<file path="src/source/book_cfg_pkg.sv">
// Defaults only apply through book_top and DEF_ENTRIES_N must stay below 2**LISTSIZE_W
`default_nettype none

package book_cfg_pkg;

  // Number of price levels kept in the table
  localparam int DEF_ENTRIES_N = 8;

  // One selects the bid side with the highest key at the head
  // Zero selects the ask side with the lowest key at the head
  localparam bit DEF_IS_BID = 1'b1;

endpackage

`default_nettype wire

</file>
<file path="src/source/book_types_pkg.sv">
// Key, volume and list-size widths are fixed here and LISTSIZE_W must hold ENTRIES_N itself
`default_nettype none

package book_types_pkg;

  // Price keys and volumes are plain unsigned integers
  localparam int KEY_BITS = 16;
  localparam int VOLUME_BITS = 16;

  // Wide enough to count a full table of up to 15 levels
  localparam int LISTSIZE_W = 4;

  typedef logic [KEY_BITS-1:0] key_t;
  typedef logic [VOLUME_BITS-1:0] volume_t;
  typedef logic [LISTSIZE_W-1:0] listsize_t;

  // Command code carried alongside the command strobe
  typedef enum logic [1:0] {
    CMD_CLEAR   = 2'd0,
    CMD_ADD     = 2'd1,
    CMD_DELETE  = 2'd2,
    CMD_REPLACE = 2'd3
  } cmd_t;

endpackage

`default_nettype wire
</file>
<file path="src/source/book_top.sv">
// One table side per instance and commands are strobes with no back-pressure
`timescale 1ns/1ps
`default_nettype none

module book_top import book_types_pkg::*, book_cfg_pkg::*; #(
  parameter int ENTRIES_N = DEF_ENTRIES_N,
  parameter bit IS_BID = DEF_IS_BID
) (
  input  logic                     i_clk,
  input  logic                     i_rst_n,
  input  logic                     i_cmd_vld,
  input  cmd_t                     i_cmd,
  input  key_t                     i_key,
  input  volume_t                  i_volume,
  output logic [ENTRIES_N-1:0]     o_vld,
  output key_t [ENTRIES_N-1:0]     o_keys,
  output volume_t [ENTRIES_N-1:0]  o_volumes,
  output listsize_t                o_listsize,
  output logic                     o_notify_vld,
  output key_t                     o_notify_key,
  output volume_t                  o_notify_volume
);

  logic [ENTRIES_N-1:0]     match_sel;
  logic                     hit;
  logic                     full;
  logic [ENTRIES_N-1:0]     insert_sel;
  volume_t                  match_volume;
  logic [ENTRIES_N-1:0]     vld_nxt;
  logic [ENTRIES_N-1:0]     take_right;
  logic [ENTRIES_N-1:0]     take_left;
  logic [ENTRIES_N-1:0]     ins_key;
  logic [ENTRIES_N-1:0]     ins_vol;
  logic                     size_inc;
  logic                     size_dec;
  logic                     size_clr;
  key_t [ENTRIES_N-1:0]     keys_nxt;
  volume_t [ENTRIES_N-1:0]  volumes_nxt;

  // Register outputs feed the update logic and the top-level ports alike
  book_match #(.ENTRIES_N(ENTRIES_N), .IS_BID(IS_BID)) u_match (
    .i_key(i_key), .i_vld(o_vld), .i_keys(o_keys), .i_volumes(o_volumes),
    .o_match_sel(match_sel), .o_hit(hit), .o_full(full),
    .o_insert_sel(insert_sel), .o_match_volume(match_volume)
  );

  book_shift_ctrl #(.ENTRIES_N(ENTRIES_N)) u_shift_ctrl (
    .i_cmd_vld(i_cmd_vld), .i_cmd(i_cmd), .i_vld(o_vld),
    .i_match_sel(match_sel), .i_hit(hit), .i_full(full), .i_insert_sel(insert_sel),
    .o_vld_nxt(vld_nxt), .o_take_right(take_right), .o_take_left(take_left),
    .o_ins_key(ins_key), .o_ins_vol(ins_vol),
    .o_size_inc(size_inc), .o_size_dec(size_dec), .o_size_clr(size_clr)
  );

  book_entry_mux #(.ENTRIES_N(ENTRIES_N)) u_entry_mux (
    .i_key(i_key), .i_volume(i_volume), .i_keys(o_keys), .i_volumes(o_volumes),
    .i_take_right(take_right), .i_take_left(take_left),
    .i_ins_key(ins_key), .i_ins_vol(ins_vol),
    .o_keys_nxt(keys_nxt), .o_volumes_nxt(volumes_nxt)
  );

  book_state_regs #(.ENTRIES_N(ENTRIES_N)) u_state_regs (
    .i_clk(i_clk), .i_rst_n(i_rst_n),
    .i_vld_nxt(vld_nxt), .i_keys_nxt(keys_nxt), .i_volumes_nxt(volumes_nxt),
    .i_size_inc(size_inc), .i_size_dec(size_dec), .i_size_clr(size_clr),
    .o_vld(o_vld), .o_keys(o_keys), .o_volumes(o_volumes), .o_listsize(o_listsize)
  );

  // Entry 0 holds the best price
  book_notify #(.ENTRIES_N(ENTRIES_N)) u_notify (
    .i_clk(i_clk), .i_rst_n(i_rst_n),
    .i_cmd_vld(i_cmd_vld), .i_cmd(i_cmd), .i_key(i_key), .i_volume(i_volume),
    .i_head_vld(o_vld[0]), .i_match_sel(match_sel), .i_insert_sel(insert_sel),
    .i_match_volume(match_volume),
    .o_notify_vld(o_notify_vld), .o_notify_key(o_notify_key),
    .o_notify_volume(o_notify_volume)
  );

endmodule

`default_nettype wire

</file>
<file path="src/source/book_notify.sv">
// Notify is valid for one cycle only and key and volume hold the last report in between
`timescale 1ns/1ps
`default_nettype none

module book_notify import book_types_pkg::*; #(
  parameter int ENTRIES_N = 8
) (
  input  logic                  i_clk,
  input  logic                  i_rst_n,
  input  logic                  i_cmd_vld,
  input  cmd_t                  i_cmd,
  input  key_t                  i_key,
  input  volume_t               i_volume,
  input  logic                  i_head_vld,
  input  logic [ENTRIES_N-1:0]  i_match_sel,
  input  logic [ENTRIES_N-1:0]  i_insert_sel,
  input  volume_t               i_match_volume,
  output logic                  o_notify_vld,
  output key_t                  o_notify_key,
  output volume_t               o_notify_volume
);

  logic    head_change;
  volume_t volume_nxt;

  // Any command that touches entry 0 changes the best price
  // A CLEAR on an empty table leaves the head untouched
  always_comb begin
    head_change = 1'b0;
    volume_nxt = '0;
    if (i_cmd_vld) begin
      case (i_cmd)
        CMD_CLEAR: head_change = i_head_vld;
        CMD_ADD: begin
          head_change = i_insert_sel[0];
          volume_nxt = i_volume;
        end
        CMD_DELETE: begin
          head_change = i_match_sel[0];
          // Report what was taken off the head
          volume_nxt = i_match_volume;
        end
        CMD_REPLACE: begin
          head_change = i_match_sel[0];
          volume_nxt = i_volume;
        end
        default: head_change = 1'b0;
      endcase
    end
  end

  always_ff @(posedge i_clk or negedge i_rst_n) begin
    if (!i_rst_n) begin
      o_notify_vld <= 1'b0;
    end else begin
      o_notify_vld <= head_change;
    end
  end

  // The key reported is always the command key
  always_ff @(posedge i_clk) begin
    if (head_change) begin
      o_notify_key <= i_key;
      o_notify_volume <= volume_nxt;
    end
  end

endmodule

`default_nettype wire

</file>
<file path="src/source/book_state_regs.sv">
// Loads every cycle and relies on the update logic to feed back the current state when idle
`timescale 1ns/1ps
`default_nettype none

module book_state_regs import book_types_pkg::*; #(
  parameter int ENTRIES_N = 8
) (
  input  logic                     i_clk,
  input  logic                     i_rst_n,
  input  logic [ENTRIES_N-1:0]     i_vld_nxt,
  input  key_t [ENTRIES_N-1:0]     i_keys_nxt,
  input  volume_t [ENTRIES_N-1:0]  i_volumes_nxt,
  input  logic                     i_size_inc,
  input  logic                     i_size_dec,
  input  logic                     i_size_clr,
  output logic [ENTRIES_N-1:0]     o_vld,
  output key_t [ENTRIES_N-1:0]     o_keys,
  output volume_t [ENTRIES_N-1:0]  o_volumes,
  output listsize_t                o_listsize
);

  // Validity and the size counter are control state
  always_ff @(posedge i_clk or negedge i_rst_n) begin
    if (!i_rst_n) begin
      o_vld <= '0;
      o_listsize <= '0;
    end else begin
      o_vld <= i_vld_nxt;
      if (i_size_clr) begin
        o_listsize <= '0;
      end else if (i_size_inc) begin
        o_listsize <= o_listsize + 1'b1;
      end else if (i_size_dec) begin
        o_listsize <= o_listsize - 1'b1;
      end
    end
  end

  // Keys and volumes only mean something where the matching valid bit is set
  always_ff @(posedge i_clk) begin
    o_keys <= i_keys_nxt;
    o_volumes <= i_volumes_nxt;
  end

  // Valid levels always form an unbroken run starting at the head
  a_vld_contig: assert property (@(posedge i_clk) disable iff (!i_rst_n)
    ((o_vld & (o_vld + 1'b1)) == '0))
    else $error("book_state_regs: validity has a hole");

  // The counter tracks the validity vector built by the shift logic
  a_size_count: assert property (@(posedge i_clk) disable iff (!i_rst_n)
    (o_listsize == listsize_t'($countones(o_vld))))
    else $error("book_state_regs: list size out of step with validity");

  a_inc_dec: assert property (@(posedge i_clk) disable iff (!i_rst_n)
    !(i_size_inc && i_size_dec))
    else $error("book_state_regs: size increment and decrement together");

endmodule

`default_nettype wire

</file>
<file path="src/source/book_entry_mux.sv">
// Combinational only and assumes at most one of the select masks is set per entry
`timescale 1ns/1ps
`default_nettype none

module book_entry_mux import book_types_pkg::*; #(
  parameter int ENTRIES_N = 8
) (
  input  key_t                     i_key,
  input  volume_t                  i_volume,
  input  key_t [ENTRIES_N-1:0]     i_keys,
  input  volume_t [ENTRIES_N-1:0]  i_volumes,
  input  logic [ENTRIES_N-1:0]     i_take_right,
  input  logic [ENTRIES_N-1:0]     i_take_left,
  input  logic [ENTRIES_N-1:0]     i_ins_key,
  input  logic [ENTRIES_N-1:0]     i_ins_vol,
  output key_t [ENTRIES_N-1:0]     o_keys_nxt,
  output volume_t [ENTRIES_N-1:0]  o_volumes_nxt
);

  for (genvar i = 0; i < ENTRIES_N; i++) begin : g_entry
    key_t    key_pushed;
    volume_t vol_pushed;
    key_t    key_pulled;
    volume_t vol_pulled;

    // An add push takes the neighbour below
    // The head has no neighbour below and is never pushed into
    if (i > 0) begin : g_lo
      assign key_pushed = i_take_right[i] ? i_keys[i-1] : i_keys[i];
      assign vol_pushed = i_take_right[i] ? i_volumes[i-1] : i_volumes[i];
    end else begin : g_head
      assign key_pushed = i_keys[i];
      assign vol_pushed = i_volumes[i];
    end

    // A delete pull takes the neighbour above and wins over a push
    // The top entry has no neighbour above, its validity is dropped by the shift
    if (i < ENTRIES_N - 1) begin : g_hi
      assign key_pulled = i_take_left[i] ? i_keys[i+1] : key_pushed;
      assign vol_pulled = i_take_left[i] ? i_volumes[i+1] : vol_pushed;
    end else begin : g_top
      assign key_pulled = key_pushed;
      assign vol_pulled = vol_pushed;
    end

    // Insert wins over both shifts
    assign o_keys_nxt[i] = i_ins_key[i] ? i_key : key_pulled;

    // REPLACE raises only the volume insert so the key is held
    assign o_volumes_nxt[i] = i_ins_vol[i] ? i_volume : vol_pulled;
  end

endmodule

`default_nettype wire

</file>
<file path="src/source/book_shift_ctrl.sv">
// Combinational only and expects the current validity vector to be contiguous from entry 0
`timescale 1ns/1ps
`default_nettype none

module book_shift_ctrl import book_types_pkg::*; #(
  parameter int ENTRIES_N = 8
) (
  input  logic                  i_cmd_vld,
  input  cmd_t                  i_cmd,
  input  logic [ENTRIES_N-1:0]  i_vld,
  input  logic [ENTRIES_N-1:0]  i_match_sel,
  input  logic                  i_hit,
  input  logic                  i_full,
  input  logic [ENTRIES_N-1:0]  i_insert_sel,
  output logic [ENTRIES_N-1:0]  o_vld_nxt,
  output logic [ENTRIES_N-1:0]  o_take_right,
  output logic [ENTRIES_N-1:0]  o_take_left,
  output logic [ENTRIES_N-1:0]  o_ins_key,
  output logic [ENTRIES_N-1:0]  o_ins_vol,
  output logic                  o_size_inc,
  output logic                  o_size_dec,
  output logic                  o_size_clr
);

  logic                 op_clr;
  logic                 op_add;
  logic                 op_del;
  logic                 op_rep;
  logic [ENTRIES_N-1:0] add_upper;
  logic [ENTRIES_N-1:0] add_shift;
  logic [ENTRIES_N-1:0] add_vld;
  logic [ENTRIES_N-1:0] del_upper;
  logic [ENTRIES_N-1:0] del_shift;
  logic [ENTRIES_N-1:0] del_vld;

  // Every decoded operation is qualified by the strobe
  assign op_clr = i_cmd_vld && (i_cmd == CMD_CLEAR);
  assign op_add = i_cmd_vld && (i_cmd == CMD_ADD);
  assign op_del = i_cmd_vld && (i_cmd == CMD_DELETE);
  assign op_rep = i_cmd_vld && (i_cmd == CMD_REPLACE);

  // Entries at and above the insertion slot move one place up
  // With no slot the subtraction wraps and the mask comes out empty
  assign add_upper = ~(i_insert_sel - 1'b1);
  // Anything shifted past the top entry falls off the table
  assign add_shift = (i_vld & add_upper) << 1;
  assign add_vld = i_vld | add_shift | i_insert_sel;

  // Entries at and above the matched level move one place toward the head
  // A miss leaves this mask empty so the validity is unchanged
  assign del_upper = ~(i_match_sel - 1'b1);
  assign del_shift = (i_vld & del_upper) >> 1;
  assign del_vld = (i_vld & ~del_upper) | del_shift;

  // REPLACE and an idle cycle both keep the current validity
  always_comb begin
    o_vld_nxt = i_vld;
    if (op_clr) begin
      o_vld_nxt = '0;
    end else if (op_add) begin
      o_vld_nxt = add_vld;
    end else if (op_del) begin
      o_vld_nxt = del_vld;
    end
  end

  // Take from entry i-1 on ADD, from entry i+1 on DELETE
  assign o_take_right = {ENTRIES_N{op_add}} & add_shift;
  assign o_take_left = {ENTRIES_N{op_del}} & del_upper;
  assign o_ins_key = {ENTRIES_N{op_add}} & i_insert_sel;
  assign o_ins_vol = ({ENTRIES_N{op_add}} & i_insert_sel) |
                     ({ENTRIES_N{op_rep}} & i_match_sel);

  // A non-full table always takes the new level somewhere
  assign o_size_inc = op_add && !i_full;
  assign o_size_dec = op_del && i_hit;
  assign o_size_clr = op_clr;

endmodule

`default_nettype wire

</file>
<file path="src/source/book_match.sv">
// Combinational only and assumes the table never holds the same key twice
`timescale 1ns/1ps
`default_nettype none

module book_match import book_types_pkg::*; #(
  parameter int ENTRIES_N = 8,
  parameter bit IS_BID = 1'b1
) (
  input  key_t                      i_key,
  input  logic [ENTRIES_N-1:0]      i_vld,
  input  key_t [ENTRIES_N-1:0]      i_keys,
  input  volume_t [ENTRIES_N-1:0]   i_volumes,
  output logic [ENTRIES_N-1:0]      o_match_sel,
  output logic                      o_hit,
  output logic                      o_full,
  output logic [ENTRIES_N-1:0]      o_insert_sel,
  output volume_t                   o_match_volume
);

  logic [ENTRIES_N-1:0] match_sel;
  logic [ENTRIES_N-1:0] keep_mask;

  // Equality and ordering against every valid entry
  // Invalid entries never match and never count as better
  always_comb begin
    for (int i = 0; i < ENTRIES_N; i++) begin
      match_sel[i] = i_vld[i] && (i_keys[i] == i_key);
      keep_mask[i] = i_vld[i] && ((i_keys[i] == i_key) ||
                     (IS_BID ? (i_keys[i] > i_key) : (i_keys[i] < i_key)));
    end
  end

  // The table is sorted so keep_mask is a run of ones from the head
  // Its lowest zero is the insertion slot, and an all-ones mask gives no slot
  assign o_insert_sel = ~keep_mask & (keep_mask + 1'b1);

  assign o_match_sel = match_sel;
  assign o_hit = |match_sel;
  assign o_full = &i_vld;

  // Volume of the matching level, zero on a miss
  always_comb begin
    o_match_volume = '0;
    for (int i = 0; i < ENTRIES_N; i++) begin
      if (match_sel[i]) begin
        o_match_volume = o_match_volume | i_volumes[i];
      end
    end
  end

  // Two hits mean an ADD was given a key already in the table
  always_comb begin
    assert final ($isunknown(match_sel) || $onehot0(match_sel))
      else $error("book_match: duplicate key found in table");
  end

endmodule

`default_nettype wire

</file>
<file path="config.mk">
export PLATFORM = sky130hd
export DESIGN_NAME = book_top
export DESIGN_NICKNAME = d
export VERILOG_FILES = /design/src/source/book_cfg_pkg.sv /design/src/source/book_types_pkg.sv /design/src/source/book_top.sv /design/src/source/book_notify.sv /design/src/source/book_state_regs.sv /design/src/source/book_entry_mux.sv /design/src/source/book_shift_ctrl.sv /design/src/source/book_match.sv
export SDC_FILE = /design/constraint.sdc
export NUM_CORES = 1
export LEC_CHECK = 0
export BUFFER_PORTS_ARGS = -buffer_cell sky130_fd_sc_hd__buf_2
export CAP_MARGIN = 20
export CORE_MARGIN = 4
export CORE_UTILIZATION = 45
export DETAILED_ROUTE_END_ITERATION = 8
export PLACE_DENSITY = 0.66
export RECOVER_POWER = 25
export SETUP_SLACK_MARGIN = 0.2
export SYNTH_ARGS = -nofsm -noshare
export SYNTH_HDL_FRONTEND = slang
export SYNTH_HIERARCHICAL = 1
export SYNTH_SLANG_ARGS = --single-unit
</file>
<file path="constraint.sdc">
create_clock -name i_clk -period 4.48 [get_ports i_clk]
set_input_delay 1.344 -clock i_clk [delete_from_list [all_inputs] [get_ports i_clk]]
set_output_delay 1.344 -clock i_clk [all_outputs]
set_load 0.05 [all_outputs]
</file>
==> flow_metrics.env <==
export IMPL_n_fill_cell=3649
export IMPL_p_int_mw=6.97
export IMPL_port_buffers=337
export IMPL_use_met3_pct=8.06
export IMPL_hold_class="reg2reg"
export IMPL_n_antenna_cell=0
export IMPL_drc=0
export IMPL_syn_nets=2102
export IMPL_met2_usage_pct=51.6
export IMPL_hold_viol=0
export IMPL_finalSetupViolCount=155
export IMPL_r2r_slack_ns=0.40
export IMPL_pin_count=338
export IMPL_via_per_inst=6.50
export IMPL_critPathBufInv=5
export IMPL_cp_top_family="simple AND/OR/NAND/NOR gates"
export IMPL_drv_cap=0
export IMPL_die_x_um=214
export IMPL_cp_arrival_ns=5.13
export IMPL_grt_use_total_pct=33.3
export IMPL_gp_congestion=0.975
export IMPL_avgSynthCellArea_um2=9.85
export IMPL_fmax_ghz=0.213
export IMPL_hpwl_mm=58.4
export IMPL_drtIter0Drc=2653
export IMPL_hold_buffers=0
export IMPL_grt_overflow_total=0
export IMPL_fin_crit_ns=4.69
export IMPL_antenna_found_initial=0
export IMPL_tightestPinTransition_ns=0.828
export IMPL_power_share_combinational_pct=44.3
export IMPL_cp_end_kind="flip-flop"
export IMPL_routedWlPerCell_um=27.1
export IMPL_max_slew_margin_pct=44.6
export IMPL_placedCellCount=2893
export IMPL_die_h_um=214
export IMPL_detail_route_antenna_nets=0
export IMPL_crit_fanout=6
export IMPL_ir_drop_v=0.000536
export IMPL_clk_path_buf_depth=3
export IMPL_num_nets_final=2617
export IMPL_p_leak_nw=10.1
export IMPL_fin_util_pct=59.9
export IMPL_clock_sinks=301
export IMPL_drtPass1Iterations=6
export IMPL_clock_latency_ns=0.58
export IMPL_rsz0062_at_grt="true"
export IMPL_power_density_nw_per_um2=538
export IMPL_path_class="in2reg"
export IMPL_period_share_pct=105
export IMPL_syn_inst=1932
export IMPL_core_um2=41900
export IMPL_clockPowerShare_pct=21.6
export IMPL_syn_cell_area_um2=19000
export IMPL_grt_pass1_vias=18500
export IMPL_max_stage_delay_ns=0.56
export IMPL_swShare_pct=48.4
export IMPL_cp_start_kind="primary input"
export IMPL_cts_tree="done"
export IMPL_grt_first_pass_wirelength_mm=117
export IMPL_power_switching_mw=6.53
export IMPL_busiest_layer="met2"
export IMPL_synth_warnings=6
export IMPL_drv_slew=0
export IMPL_seqPwrFrac_pct=34.1
export IMPL_cts_buffers=36
export IMPL_required_ns=4.92
export IMPL_grt_max_degree=33
export IMPL_slowest_stage="or4_4"
export IMPL_violations="negative setup slack"
export IMPL_cts_root_buf="clkbuf_16"
export IMPL_path_common_cell="or3_1"
export IMPL_totalWireLength_mm=81.6
export IMPL_clkSlewWorstSetupHoldPaths_ns=0.06
export IMPL_vias=19600
export IMPL_use_met1_pct=45.9
export IMPL_fp_dieArea_um2=45700
export IMPL_final_layout_size_suffix_gt1_share_pct=29.8
export IMPL_worst_slack_ns=-0.209
export IMPL_status="finished, violations left"
export IMPL_instances_no_fill=3014
export IMPL_row_count=75
export IMPL_path_cells="buf_8 > clkinvlp_4 > buf_12 > ha_4 > nand4_1 > or4_4 > or3_1 > o211ai_1 > or3b_4 > nand2b_4 > nor3b_4 > or3_4 > buf_6 > or3_1 > and4_4 > clkbuf_16 > mux2i_1 > o21ai_1"
export IMPL_area_growth_pct=31.8
export IMPL_clock_skew_ns=0.0376
export IMPL_start_util_pct=45.5
export IMPL_htreeDepth=2
==> state kept, by name (all words and copies together) (netlist names) <==
signal	flops
u_state_regs/o_keys	128
u_state_regs/o_listsize	4
u_notify/o_notify_key	16
u_notify/o_notify_volume	16
u_state_regs/o_vld	8
u_state_regs/o_volumes	128
u_notify/o_notify_vld	1
==> final timing paths <==
kind                                            start                          to  depth (start not counted)
max                                         i_key[13]    u_state_regs/o_keys[122]                         18
min                        u_state_regs/o_listsize[2]  u_state_regs/o_listsize[2]                          2
max reg2reg                   u_state_regs/o_keys[30]    u_state_regs/o_keys[122]                         15
min reg2reg                u_state_regs/o_listsize[2]  u_state_regs/o_listsize[2]                          2
max in group asynchronous                     i_rst_n       u_state_regs/o_vld[1]                          1
min in group asynchronous                     i_rst_n       u_state_regs/o_vld[4]                          1
==> power by group through the flow <==
| stage | Clock [mW] | Combinational (mW) | Sequential [mW] |
|---|---|---|---|
| final | 2.92 | 5.99 | 4.60 |
| after floorplan | 0 | 1.69 | 6.59 |
| after global placement | 0 | 5.58 | 4.54 |
| after detailed placement | 0 | 5.69 | 4.57 |
| after CTS | 2.94 | 5.85 | 4.52 |
| after global routing | 3.05 | 6.30 | 4.67 |
==> worst min-delay path: stages (launching register included) <==
cell	delay, ns
dfrtp_1	0.39
nand2_1	0.06
a21oi_1	0.05
==> repair_timing <==
item / in CTS / in global routing
setup buffers: 29 / 17
pin swaps: 33 / 35
setup endpoints to repair: 213 / 228
gates cloned: 3 / 5
gates resized for setup: 73 / 69
==> metal layers <==
layer,share of wire [%],vias up
met4,3.4,0
met3,11,190
met5,0,-
met2,45,1227
met1,41,9667
li1,-,8508
==> layout by cell type, fill, tap and decap left out, types with 13 or more instances in the layout <==
| cell type | n |
|---|---|
| a21boi_1 | 16 |
| buf_6 | 19 |
| buf_4 | 202 |
| nand4_1 | 42 |
| a211oi_2 | 20 |
| a221oi_1 | 128 |
| nor3b_1 | 196 |
| a21o_1 | 15 |
| buf_12 | 39 |
| o21ai_0 | 47 |
| a21oi_1 | 41 |
| ha_1 | 117 |
| dfxtp_1 | 256 |
| nor2b_1 | 47 |
| clkbuf_1 | 117 |
| edfxtp_1 | 32 |
| a22oi_1 | 32 |
| o21ai_1 | 34 |
| mux2i_1 | 251 |
| dfrtp_1 | 13 |
| nand2_1 | 121 |
| a222oi_1 | 16 |
| a211oi_1 | 16 |
| inv_1 | 59 |
| a221oi_2 | 36 |
| nor2_2 | 14 |
| clkbuf_16 | 41 |
| ha_4 | 15 |
| nor2_1 | 23 |
| buf_2 | 244 |
| nand3b_1 | 18 |
==> layout make-up <==
class,count,area (µm²),area share [%]
clock buffer,56,1050,4.17
clock inverter,10,110,0.439
inverter,67,270,1.08
multi-input combinational,1419,12100,48.3
sequential,301,6410,25.6
tap,539,674,2.69
timing repair buffer,622,4440,17.7
==> through the flow <==
stage	instance area (µm²)	hold WS [ns]	total power, mW	setup TNS (ns)	setup WS, ns
after CTS	24600	0.552	13.3	-5.60	-0.108
after floorplan	19200	0.764	8.28	-40.67	-0.384
after global routing	25100	0.584	14.0	-27.80	-0.261
after detailed placement	22700	0.545	10.3	-181.42	-1.22
final	25100	0.552	13.5	-18.97	-0.209
after global placement	22700	0.538	10.1	-162.17	-1.12
Note: power is estimated with default switching activity, not from simulation.
